[src/io_consts.svh]
// shared width, depth, timing and scancode constants, included by every rtl and bench file
`ifndef IO_CONSTS_SVH
`define IO_CONSTS_SVH

// scancode byte width
`define KB_WIDTH 8

// receiver queue entries
`define KB_DEPTH 8

// clk200m cycles per half serial bit
`define SEG_DIV 4

// bits shifted per display frame
`define SEG_BITS 64

// idle cycles with seg_en high between frames
`define SEG_GAP 16

// equal samples needed before the ps2 clock is believed
`define FILT_LEN 4

// ps2 break prefix
`define PS2_BREAK 8'hF0

// ps2 extended prefix
`define PS2_EXT 8'hE0

// board led count
`define LED_WIDTH 8

`endif

[src/io_pkg.sv]
// types shared by the keyboard and display block, imported by the rtl and the testbench
`include "io_consts.svh"

package io_pkg;

    // key history word
    // decoder writes bytes, byte 0 newest
    // serializer reads nibbles, nibble 7 shown on the leftmost digit
    typedef union packed {
        logic [3:0][`KB_WIDTH-1:0] bytes;
        logic [7:0][3:0]           nibbles;
    } hist_word_u;

    // ps2 frame receiver states
    // idle waits for the start bit
    // data takes eight bits lsb first
    // parity takes the odd parity bit
    // stop takes the stop bit and closes the frame
    typedef enum logic [1:0] {
        RX_IDLE,
        RX_DATA,
        RX_PARITY,
        RX_STOP
    } rx_state_e;

endpackage

[src/io_top.sv]
// keyboard and display block top, joins the ps2 receiver, key decoder and display driver to pins
`include "io_consts.svh"

module io_top
    import io_pkg::*;
(
    input  logic                  clk200m,
    input  logic                  rst,
    input  logic                  ps2_clk,
    input  logic                  ps2_data,
    input  logic [1:0]            swt,
    output logic [`LED_WIDTH-1:0] leds,
    output logic                  seg_clk,
    output logic                  seg_clrn,
    output logic                  seg_dt,
    output logic                  seg_en
);

    // receiver to decoder
    logic [`KB_WIDTH-1:0]  kb_data;
    logic                  kb_ready;
    logic                  kb_rd;
    logic                  overflow;

    // decoder to display and leds
    hist_word_u            hist;
    logic [`LED_WIDTH-2:0] key_count;

    ps2_rx ps2_rx_i (
        .clk200m  (clk200m),
        .rst      (rst),
        .ps2_clk  (ps2_clk),
        .ps2_data (ps2_data),
        .kb_rd    (kb_rd),
        .kb_data  (kb_data),
        .kb_ready (kb_ready),
        .overflow (overflow)
    );

    // swt[0] freezes, swt[1] raw byte mode
    key_decoder key_decoder_i (
        .clk200m   (clk200m),
        .rst       (rst),
        .kb_data   (kb_data),
        .kb_ready  (kb_ready),
        .sw_hold   (swt[0]),
        .sw_raw    (swt[1]),
        .kb_rd     (kb_rd),
        .hist      (hist),
        .key_count (key_count)
    );

    seg_serializer seg_serializer_i (
        .clk200m  (clk200m),
        .rst      (rst),
        .hist     (hist),
        .seg_clk  (seg_clk),
        .seg_clrn (seg_clrn),
        .seg_dt   (seg_dt),
        .seg_en   (seg_en)
    );

    // top led shows the sticky overflow
    assign leds = {overflow, key_count};

endmodule

[src/key_decoder.sv]
// scancode decoder, keeps the last four recorded bytes and a key press count for display
`include "io_consts.svh"

module key_decoder
    import io_pkg::*;
(
    input  logic                   clk200m,
    input  logic                   rst,
    input  logic [`KB_WIDTH-1:0]   kb_data,
    input  logic                   kb_ready,
    input  logic                   sw_hold,
    input  logic                   sw_raw,
    output logic                   kb_rd,
    output hist_word_u             hist,
    output logic [`LED_WIDTH-2:0]  key_count
);

    // byte class of the queue head
    logic is_break;
    logic is_ext;

    // set by F0 until the released key code has gone by
    logic break_armed;

    // head byte goes into the history
    logic record;
    logic update;

    // pop whenever a byte waits, one per cycle at most
    assign kb_rd = kb_ready;

    assign is_break = (kb_data == `PS2_BREAK);
    assign is_ext   = (kb_data == `PS2_EXT);

    // raw mode takes everything
    // normal mode takes only make codes
    always_comb begin
        if (sw_raw) begin
            record = 1'b1;
        end else begin
            record = ~is_break & ~is_ext & ~break_armed;
        end
    end

    // hold freezes history and count but not the pop
    assign update = kb_rd & record & ~sw_hold;

    always_ff @(posedge clk200m or posedge rst) begin
        if (rst) begin
            break_armed <= 1'b0;
        end else if (kb_rd) begin
            // next byte after F0 clears the flag
            if (is_break) begin
                break_armed <= 1'b1;
            end else if (break_armed) begin
                break_armed <= 1'b0;
            end
        end
    end

    always_ff @(posedge clk200m or posedge rst) begin
        if (rst) begin
            hist      <= '0;
            key_count <= '0;
        end else if (update) begin
            // newest byte enters at byte 0, oldest falls off the top
            hist.bytes <= {hist.bytes[2:0], kb_data};
            // seven bit count wraps at 128
            key_count  <= key_count + 1'b1;
        end
    end

endmodule

[src/ps2_rx.sv]
// ps2 keyboard receiver, frames scancode bytes and queues them for the key decoder
`include "io_consts.svh"

module ps2_rx
    import io_pkg::*;
(
    input  logic                 clk200m,
    input  logic                 rst,
    input  logic                 ps2_clk,
    input  logic                 ps2_data,
    input  logic                 kb_rd,
    output logic [`KB_WIDTH-1:0] kb_data,
    output logic                 kb_ready,
    output logic                 overflow
);

    localparam int PTR_W = $clog2(`KB_DEPTH);

    // two flop synchronizers, lines idle high
    logic ps2_clk_s1;
    logic ps2_clk_s2;
    logic ps2_data_s1;
    logic ps2_data_s2;

    // clock glitch filter
    logic [`FILT_LEN-1:0] clk_shift;
    logic                 clk_filt;
    logic                 clk_filt_d;
    logic                 clk_fall;

    // frame machine
    rx_state_e            rx_state;
    logic [2:0]           bit_cnt;
    logic [`KB_WIDTH-1:0] shift_reg;
    logic                 start_ok;
    logic                 parity_ok;
    logic                 frame_done;
    logic                 frame_good;
    logic                 push;

    // circular queue, pointers carry a wrap bit
    logic [`KB_WIDTH-1:0] mem [`KB_DEPTH];
    logic [PTR_W:0]       wr_ptr;
    logic [PTR_W:0]       rd_ptr;
    logic                 full;
    logic                 pop;

    always_ff @(posedge clk200m or posedge rst) begin
        if (rst) begin
            ps2_clk_s1  <= 1'b1;
            ps2_clk_s2  <= 1'b1;
            ps2_data_s1 <= 1'b1;
            ps2_data_s2 <= 1'b1;
            clk_shift   <= '1;
            clk_filt    <= 1'b1;
            clk_filt_d  <= 1'b1;
        end else begin
            ps2_clk_s1  <= ps2_clk;
            ps2_clk_s2  <= ps2_clk_s1;
            ps2_data_s1 <= ps2_data;
            ps2_data_s2 <= ps2_data_s1;
            clk_shift   <= {clk_shift[`FILT_LEN-2:0], ps2_clk_s2};
            // filtered level moves only on a full run of equal samples
            if (&clk_shift) begin
                clk_filt <= 1'b1;
            end else if (~|clk_shift) begin
                clk_filt <= 1'b0;
            end
            clk_filt_d <= clk_filt;
        end
    end

    // one cycle pulse per clean falling edge
    assign clk_fall = clk_filt_d & ~clk_filt;

    always_ff @(posedge clk200m or posedge rst) begin
        if (rst) begin
            rx_state   <= RX_IDLE;
            bit_cnt    <= '0;
            start_ok   <= 1'b0;
            parity_ok  <= 1'b0;
            frame_done <= 1'b0;
            frame_good <= 1'b0;
        end else begin
            frame_done <= 1'b0;
            if (clk_fall) begin
                case (rx_state)
                    RX_IDLE: begin
                        // start bit must be low
                        start_ok <= ~ps2_data_s2;
                        bit_cnt  <= '0;
                        rx_state <= RX_DATA;
                    end
                    RX_DATA: begin
                        bit_cnt <= bit_cnt + 3'd1;
                        if (bit_cnt == 3'd7) begin
                            rx_state <= RX_PARITY;
                        end
                    end
                    RX_PARITY: begin
                        // odd parity over data plus parity bit
                        parity_ok <= ^{shift_reg, ps2_data_s2};
                        rx_state  <= RX_STOP;
                    end
                    default: begin
                        // stop bit high closes a good frame
                        frame_good <= start_ok & parity_ok & ps2_data_s2;
                        frame_done <= 1'b1;
                        rx_state   <= RX_IDLE;
                    end
                endcase
            end
        end
    end

    // data bits arrive lsb first
    always_ff @(posedge clk200m) begin
        if (clk_fall && rx_state == RX_DATA) begin
            shift_reg <= {ps2_data_s2, shift_reg[`KB_WIDTH-1:1]};
        end
    end

    // queue write one cycle after the stop bit
    assign push = frame_done & frame_good;
    assign full = (wr_ptr[PTR_W] != rd_ptr[PTR_W]) &&
                  (wr_ptr[PTR_W-1:0] == rd_ptr[PTR_W-1:0]);
    assign kb_ready = (wr_ptr != rd_ptr);
    assign pop = kb_rd & kb_ready;
    assign kb_data = mem[rd_ptr[PTR_W-1:0]];

    always_ff @(posedge clk200m) begin
        if (push && !full) begin
            mem[wr_ptr[PTR_W-1:0]] <= shift_reg;
        end
    end

    always_ff @(posedge clk200m or posedge rst) begin
        if (rst) begin
            wr_ptr   <= '0;
            rd_ptr   <= '0;
            overflow <= 1'b0;
        end else begin
            if (push) begin
                // full queue drops the byte, flag sticks until reset
                if (full) begin
                    overflow <= 1'b1;
                end else begin
                    wr_ptr <= wr_ptr + 1'b1;
                end
            end
            if (pop) begin
                rd_ptr <= rd_ptr + 1'b1;
            end
        end
    end

endmodule

[src/seg_serializer.sv]
// serial driver for the 8 digit 7-segment chain, shows the key history as hex digits
`include "io_consts.svh"

module seg_serializer
    import io_pkg::*;
(
    input  logic       clk200m,
    input  logic       rst,
    input  hist_word_u hist,
    output logic       seg_clk,
    output logic       seg_clrn,
    output logic       seg_dt,
    output logic       seg_en
);

    localparam int DIV_W = $clog2(`SEG_DIV);
    localparam int BIT_W = $clog2(`SEG_BITS + 1);
    localparam int GAP_W = $clog2(`SEG_GAP);

    // half bit prescaler
    logic [DIV_W-1:0]     div_cnt;
    logic                 tick;

    // frame sequencing
    logic [BIT_W-1:0]     bit_cnt;
    logic [GAP_W-1:0]     gap_cnt;
    logic                 frame_start;

    // segment patterns, digit 7 in the top byte
    logic [`SEG_BITS-1:0] seg_frame;
    logic [`SEG_BITS-1:0] shift_reg;

    // hex glyph, active low, dp g f e d c b a, dp dark
    function automatic logic [7:0] hex_to_seg(input logic [3:0] nib);
        logic [7:0] seg;
        case (nib)
            4'h0: seg = 8'hC0;
            4'h1: seg = 8'hF9;
            4'h2: seg = 8'hA4;
            4'h3: seg = 8'hB0;
            4'h4: seg = 8'h99;
            4'h5: seg = 8'h92;
            4'h6: seg = 8'h82;
            4'h7: seg = 8'hF8;
            4'h8: seg = 8'h80;
            4'h9: seg = 8'h90;
            4'hA: seg = 8'h88;
            4'hB: seg = 8'h83;
            4'hC: seg = 8'hC6;
            4'hD: seg = 8'hA1;
            4'hE: seg = 8'h86;
            default: seg = 8'h8E;
        endcase
        return seg;
    endfunction

    always_comb begin
        for (int i = 0; i < 8; i++) begin
            seg_frame[i*8 +: 8] = hex_to_seg(hist.nibbles[i]);
        end
    end

    // gap over, sample hist and begin shifting
    assign frame_start = seg_en && (gap_cnt == GAP_W'(`SEG_GAP - 1));
    assign tick = (div_cnt == DIV_W'(`SEG_DIV - 1));

    // msb goes out first
    assign seg_dt = shift_reg[`SEG_BITS-1];

    always_ff @(posedge clk200m) begin
        if (frame_start) begin
            shift_reg <= seg_frame;
        end else if (!seg_en && tick && seg_clk && bit_cnt != BIT_W'(`SEG_BITS)) begin
            // next bit set up as the clock drops
            shift_reg <= {shift_reg[`SEG_BITS-2:0], 1'b0};
        end
    end

    always_ff @(posedge clk200m or posedge rst) begin
        if (rst) begin
            div_cnt  <= '0;
            bit_cnt  <= '0;
            gap_cnt  <= '0;
            seg_clk  <= 1'b0;
            seg_en   <= 1'b1;
            seg_clrn <= 1'b0;
        end else if (seg_en) begin
            // latch interval, count out the gap
            if (frame_start) begin
                seg_en  <= 1'b0;
                gap_cnt <= '0;
                div_cnt <= '0;
                bit_cnt <= '0;
            end else begin
                gap_cnt <= gap_cnt + 1'b1;
            end
        end else begin
            div_cnt <= tick ? '0 : div_cnt + 1'b1;
            if (tick) begin
                if (!seg_clk) begin
                    // rising edge, display samples seg_dt
                    seg_clk <= 1'b1;
                    bit_cnt <= bit_cnt + 1'b1;
                end else begin
                    seg_clk <= 1'b0;
                    // all bits clocked in, raise seg_en to latch
                    if (bit_cnt == BIT_W'(`SEG_BITS)) begin
                        seg_en   <= 1'b1;
                        // chain cleared through the first frame only
                        seg_clrn <= 1'b1;
                    end
                end
            end
        end
    end

endmodule

[config.mk]
export PLATFORM = sky130hd
export DESIGN_NAME = io_top
export DESIGN_NICKNAME = d
export VERILOG_FILES = /design/src/io_pkg.sv /design/src/io_top.sv /design/src/key_decoder.sv /design/src/ps2_rx.sv /design/src/seg_serializer.sv
export VERILOG_INCLUDE_DIRS = /design/src
export SDC_FILE = /design/constraint.sdc
export NUM_CORES = 1
export LEC_CHECK = 0
export BUFFER_PORTS_ARGS = -buffer_cell sky130_fd_sc_hd__buf_4
export CAP_MARGIN = 20
export CORE_MARGIN = 3
export CORE_UTILIZATION = 50
export DETAILED_ROUTE_END_ITERATION = 6
export GPL_TIMING_DRIVEN = 1
export HOLD_SLACK_MARGIN = 0.03
export PLACE_DENSITY = 0.76
export SYNTH_ARGS = -nofsm -noshare
export SYNTH_HDL_FRONTEND = slang
export SYNTH_SLANG_ARGS = --single-unit
export TNS_END_PERCENT = 20
[constraint.sdc]
create_clock -name clk200m -period 9.86 [get_ports clk200m]
set_input_delay 2.465 -clock clk200m [delete_from_list [all_inputs] [get_ports clk200m]]
set_output_delay 2.465 -clock clk200m [all_outputs]
set_load 0.05 [all_outputs]
# Word level (Yosys, flattened, before mapping)
# Memories as Yosys holds them, arrays and structs flattened.
# Cells that the tools add are included.
[word_totals] mem_bits_ro=896 in_bits=6 wordCells=130 ramBits=64 n_memories=9 latchBits=0 reg_bits=156
[op_classes] shifts=0 eq_ne=16 n_div=0 multipliers=0 reduce_logical=27 bitwise_logic=17 muxes=27 magnitude_cmp=0 addsub=7
[mem_list] name="(name not given)" words=16 width=7 rd=1 rd_ports_with_merged_regs=0 wr=0 line="seg_serializer.sv:36" rtl="case (nib)"
[mem_list] name="(name not given)" words=16 width=7 rd=1 rd_ports_with_merged_regs=0 wr=0 line="seg_serializer.sv:36"
[mem_list] name="(name not given)" words=16 width=7 rd=1 rd_ports_with_merged_regs=0 wr=0 line="seg_serializer.sv:36"
[mem_list] name="(name not given)" words=16 width=7 rd=1 rd_ports_with_merged_regs=0 wr=0 line="seg_serializer.sv:36"
[mem_list] name="(name not given)" words=16 width=7 rd=1 rd_ports_with_merged_regs=0 wr=0 line="seg_serializer.sv:36"
[mem_list] name="(name not given)" words=16 width=7 rd=1 rd_ports_with_merged_regs=0 wr=0 line="seg_serializer.sv:36"
[mem_list] name="+3 memories"
[op_table] op="64-bit two-way mux" n=2
[op_table] op="7-bit two-way mux" n=4
[op_table] op="8-bit equality test (second input constant)" n=2
[op_table] op="2-bit AND reduction" n=8
[op_table] op="7-bit by 1-bit adder with 7-bit output (second input constant)" n=2
[op_table] op="1-bit two-way mux" n=14
[op_table] op="4-bit by 1-bit adder with 4-bit output (second input constant)" n=3
[op_table] op="1-bit NOT" n=9
[op_table] op="9-bit parity" n=1
[op_table] op="1-bit AND" n=8
[op_table] op="2-bit two-way mux" n=4
[op_table] op="4-bit AND reduction" n=2
[op_table] op="7-bit equality test (second input constant)" n=1
[op_table] op="1-bit logical AND" n=7
[op_table] op="7-bit != test (second input constant)" n=1
[op_table] op="2-bit one-hot mux with 3 select lines" n=1
[op_table] op="3-bit one-hot mux with 2 select lines" n=1
[op_table] op="2-bit nonzero test" n=3
[op_table] op="2-bit equality test (second input constant)" n=2
[op_table] op="4-bit equality test (second input constant)" n=1
[op_table] op="4-bit two-way mux" n=1
[op_table] op="2-bit by 1-bit != test with 1-bit output (second input constant)" n=2
[op_table] op="2-bit != test (second input constant)" n=2
[op_table] op="4-bit != test" n=1
[op_table] op="11 further kinds" n=12

# Longest topological paths before layout
# An unclocked memory read counts as a cell.
[logic_depth] ltp_word=8 mapped_depth=10

# Modules after synthesis
# From an unflattened synthesis, not the netlist that was laid out.
[hier_totals] cells_unflattened=882 area_unflattened_um2=10998.0
[by_module_without_submodules] module="seg_serializer" area_per_inst_um2=5386.4 instances=1 cells_per_inst=562 seq_area_each_um2=2323.5
[by_module_without_submodules] module="ps2_rx" area_per_inst_um2=4028.9 instances=1 cells_per_inst=219 seq_area_each_um2=2875.3
[by_module_without_submodules] module="key_decoder" area_per_inst_um2=1575.3 instances=1 cells_per_inst=100 seq_area_each_um2=1001.0
[by_module_without_submodules] module="io_top" area_per_inst_um2=7.5 instances=1 cells_per_inst=1 seq_area_each_um2=0.0

# Worst setup path before layout
# OpenSTA, ideal clock, no wires.
[synth_path] path_type="register -> register" start="register seg_serializer_i.seg_en" end="register seg_serializer_i.shift_reg[0], enable pin" n_path_buf=1 setup_ns=0.574 required_time_ns=9.286 stages_incl_launch_ff=5 slack_ns=3.904 arrival_ns=5.381 cell_sequence="dfstp_2 > clkbuf_1 > inv_1 > nand3_1 > o21ai_0"
[synth_between] elab_chain_cells=5 elab_cells_between_ends=6
[synth_rtl] item="start: declaration" line="seg_serializer.sv:13" rtl="output logic seg_en"
[synth_rtl] item="start signal: assignment" line="seg_serializer.sv:85" rtl="seg_en <= 1'b1;"
[synth_rtl] item="start signal: assignment" line="seg_serializer.sv:90" rtl="seg_en <= 1'b0;"
[synth_rtl] item="start signal: assignment" line="seg_serializer.sv:108" rtl="seg_en <= 1'b1;"
[synth_rtl] item="1-bit zero test" line="seg_serializer.sv:73" rtl="end else if (!seg_en && tick && seg_clk && bit_cnt != BIT_W'(`SEG_BITS)) begin"
[synth_rtl] item="1-bit logical AND (3 in series)" line="seg_serializer.sv:73"
[synth_rtl] item="2-bit nonzero test (no line) (*)"
[synth_rtl] item="end signal: assignment" line="seg_serializer.sv:72" rtl="shift_reg <= seg_frame;"
[synth_rtl] item="end signal: assignment" line="seg_serializer.sv:75" rtl="shift_reg <= {shift_reg[`SEG_BITS-2:0], 1'b0};"
[synth_rtl] item="end: declaration" line="seg_serializer.sv:31" rtl="logic [`SEG_BITS-1:0] shift_reg;"
# Mark *: on every way between the ends. The rest lies on a longest branch, timed or not.
# A chain may end at the register's enable or synchronous reset.

# Worst setup path in the final report
[layout_path] start="register seg_serializer_i.seg_en" end="output seg_en"
[layout_rtl] item="end: declaration" line="io_top.sv:16" rtl="output logic seg_en"
# No word-level cell between the ends.

==> summary.md <==
| Metric | Value |
|---|---|
| Critical path's largest stage delay | `0.63 ns` |
| Vias | `about 6.3k` |
| Adder-Cell Fraction of Synth Area | `0.0714` |
| Synth Area in Compound Gates | `0.0810` |
| Setup TNS | `0 ns` |
| LEAKAGE | `0.00469 uW` |
| Avg Inst Size Synth | `approximately 12 um2` |
| Clock root cell | `clkbuf_16` |
| Share of flip-flops with an asynchronous set or reset | `0.382` |
| Crit. End Element | `primary output` |
| Post-synth EDFFs | `about 140` |
| Vias in the first global route | `around 6k` |
| Crit path buf inv count | `1` |
| Synth-to-layout area growth | `10.5%` |
| Status | `completed` |
| Max-Cap Viols | `0` |
| Initial Utilization | `0.518` |
| RSZ-0062 raised after global routing | `false` |
| Core Box Area | `0.0206 mm2` |
| Synth warnings | `0` |
| Final setup violation count | `0` |
| Final setup margin | `6.03 ns` |
| Post-synthesis cell type with the largest combined area | `edfxtp_1` |
| Fmax | `0.261 GHz` |
| Main combinational cell family by area after synthesis | `multiplexers` |
| Setup bufs post-CTS | `0` |
| Clock Sinks | `220` |
| Logic pwr share | `0.290` |
| Top cell type's share of synthesized area | `0.382` |
| H-tree levels | `1` |
| I/O Buffers | `17` |
| Initial antenna violation count | `0` |
| TritonCTS clock tree | `done` |
| P_int | `2070 uW` |
| Die X | `152 um` |
| Synth Area in Simple Gates | `0.0996` |
| Syn Nets | `~940` |
| Drt wl/cell | `~16 um` |
| Vias per Instance | `about 5.4` |
| Clk pwr share | `0.278` |
| TritonRoute pass-1 iters | `5` |
| Gr ovfl total | `0` |
| Largest net degree at the start of global routing | `116` |
| # diodes | `0` |
| First-pass GRT wire length | `around 31 mm` |
| Met3 Usage GRT | `0.0264` |
| # fillers | `1639` |
| Busiest grt layer | `met2` |
| DIE HEIGHT | `roughly 150 um` |
| GR Layer Usage met2 | `0.259` |
| GR Util All Layers | `0.160` |
| Routability cong. | `roughly 0.81` |
| Cell variety after synth | `47` |
| WP data required | `about 7.4 ns` |
| Row cnt | `52` |
| Crit-path cells | `buf_4` |
| WP data arrival | `between 1 and 1.5 ns` |
| Multiplexer share of the synthesized area | `0.112` |
| Top-level I/O count | `18` |
| Initial DRC Count | `~440` |
| Period minus WS final | `between 3 and 4 ns` |
| Crit path max-delay family | `flip-flops` |
| DP HPWL | `between 10 and 15 mm` |
| Worst VDD drop | `between 150 and 200 uV` |
| HP Class | `reg2reg` |
| PwrDens | `between 200 and 300 mW/mm2` |
| Hold Fails Final Rpt | `0` |
| Share of cells above drive strength 1 | `0.137` |
| Routed WL | `between 15 and 20 mm` |
| Pre-CTS setup slack | `between 5 and 6 ns` |
| Reg power frac | `0.433` |
| Net Sw Power | `1060 uW` |
| CP Launch Type | `flop` |
| Ranking of synthesized cells by area | `edfxtp_1 38%, dfrtp_1 17%, ha_1 7.1%` |
| Yosys reg bits | `220` |
| Hold Buf Count CTS | `0` |
| Post-synthesis xor/xnor area fraction | `0.0238` |
| Switching Share | `0.339` |
| Cells after Synth | `~870` |
| Setup Skew | `0.0180 ns` |
| Slowest CP cell | `dfstp_2` |
| CTS Buf Count | `24` |
| Clock insertion delay at the later pin of the skew report | `~0.52 ns` |
| GR Util met1 | `0.229` |
| Seq/Total Area, Yosys | `0.580` |
| Least-Margin Pin Slew | `~1.0 ns` |
| Die Footprint | `0.0232 mm2` |
| Final ANT Viol Nets | `0` |
| Worst Path Max Fanout | `12` |
| Fin crit share | `0.389` |
| Slew Viols, Final | `0` |
| Top FF cell, synth | `edfxtp_1` |
| Nets | `approximately 940` |
| Clock transition at the registers of the reported paths | `about 0.060 ns` |
| Crit Path Category | `reg2out` |
| CTS resizes | `0` |
| Worst slew margin | `0.308` |
| Detailed-route DRC error count | `0` |
| CTS Buffer Depth | `3` |
| Synthesized cell area | `between 0.01 and 0.015 mm2` |
-- power groups by stage --
stage / logic (uW) / clock network (uW) / registers [uW]
6_report: 908 / 870 / 1360
5_1_grt: 1030 / 936 / 1390
4_1_cts: 910 / 891 / 1350
3_5_place_dp: 902 / 0 / 1370
3_3_place_gp: 880 / 0 / 1370
2_1_floorplan: 831 / 0 / 1250
-- metal layers --
layer	vias up	wire length [um]
li1	3117	-
met1	3053	8600
met2	82	8950
met3	33	640
met4	0	491
met5	-	0
-- logic make-up (layout without fill, tap and decap cells) --
kind of cell,Yosys count,after routing
xor+xnor,29,29
compound gates,147,147
mux,90,90
fa+ha+maj,61,61
flops,220,220
simple gates,243,243
buf+inv,79,102
-- layout make-up --
cell class | instances | area, um2 | share of cell area
Sequential cell | 220 | 6200 | 0.525
Multi-Input combinational cell | 570 | 4170 | 0.353
Clock buffer | 39 | 718 | 0.0608
Clock inverter | 5 | 61.3 | 0.00519
Timing Repair Buffer | 23 | 193 | 0.0163
Inverter | 35 | 133 | 0.0112
Tap cell | 270 | 338 | 0.0286
-- per-stage QoR --
step                instance area (um2)  power (uW)  hold WS [ns]  std cells   util
finish                            11800        3130         0.354       1162  0.573
global route                      11800        3360         0.359       1162  0.573
CTS                               11800        3160         0.356       1161  0.571
detailed placement                11000        2270         0.347       1117  0.534
global placement                  11000        2240         0.345       1117  0.534
floorplan                         10700        2080         0.345        869      -
-- worst paths after layout --
kind / endpoint / from / slack, ns / depth (start not counted)
hold reg to reg: ps2_rx_i.ps2_clk_s2 / ps2_rx_i.ps2_clk_s1 / 0.35 / 0
setup / recovery: seg_en / seg_serializer_i.seg_en / 6.03 / 1
setup reg to reg: key_decoder_i.hist[27] / ps2_rx_i.rd_ptr[1] / 6.35 / 7
min in group asynchronous: key_decoder_i.key_count[1] / rst / 1.94 / 3
hold / removal: ps2_rx_i.ps2_clk_s2 / ps2_rx_i.ps2_clk_s1 / 0.35 / 0
max in group asynchronous: seg_serializer_i.seg_en / rst / 7.28 / 4
-- placed cells by master (no fill, tap or decap), drive strengths merged, types with 2 or more instances in the layout --
cell type / synthesis / layout
xor2: 12 / 12
a21oi: 28 / 28
clkbuf: 30 / 39
a221oi: 2 / 2
nor3: 13 / 13
o31ai: 2 / 2
mux4: 20 / 20
and2: 3 / 3
mux2i: 31 / 31
nand2: 110 / 110
nor2: 67 / 67
a22oi: 16 / 16
xnor2: 17 / 17
ha: 61 / 61
inv: 35 / 35
nor2b: 12 / 12
nand2b: 12 / 12
or3: 4 / 4
a32oi: 8 / 8
edfxtp: 136 / 136
a22o: 4 / 4
dfrtp: 73 / 73
clkinv: 0 / 4
dfstp: 11 / 11
or4: 2 / 2
nand3: 9 / 9
buf: 14 / 23
mux2: 39 / 39
nand4: 6 / 6
o21ai: 80 / 80
-- cell usage after synthesis, types with 2 or more instances --
cell and number:
nand2_1 110, and2_1 3, edfxtp_1 136, buf_6 4, nor2b_1 12, mux2_2 25, or3_1 4, buf_4 2
nor3_1 13, buf_1 5, nand2b_1 12, mux4_2 20, a21oi_1 28, o21ai_0 79, a221oi_1 2, dfstp_2 11
a22oi_1 16, nand4_1 6, buf_2 3, nor2_1 67, mux2i_1 31, xnor2_1 17, dfrtp_1 73, ha_1 61
mux2_1 14, clkbuf_1 30, nand3_1 9, xor2_1 12, a32oi_1 8, a22o_1 4, inv_1 35, o31ai_1 2
Power figures use the tool's default switching activity.
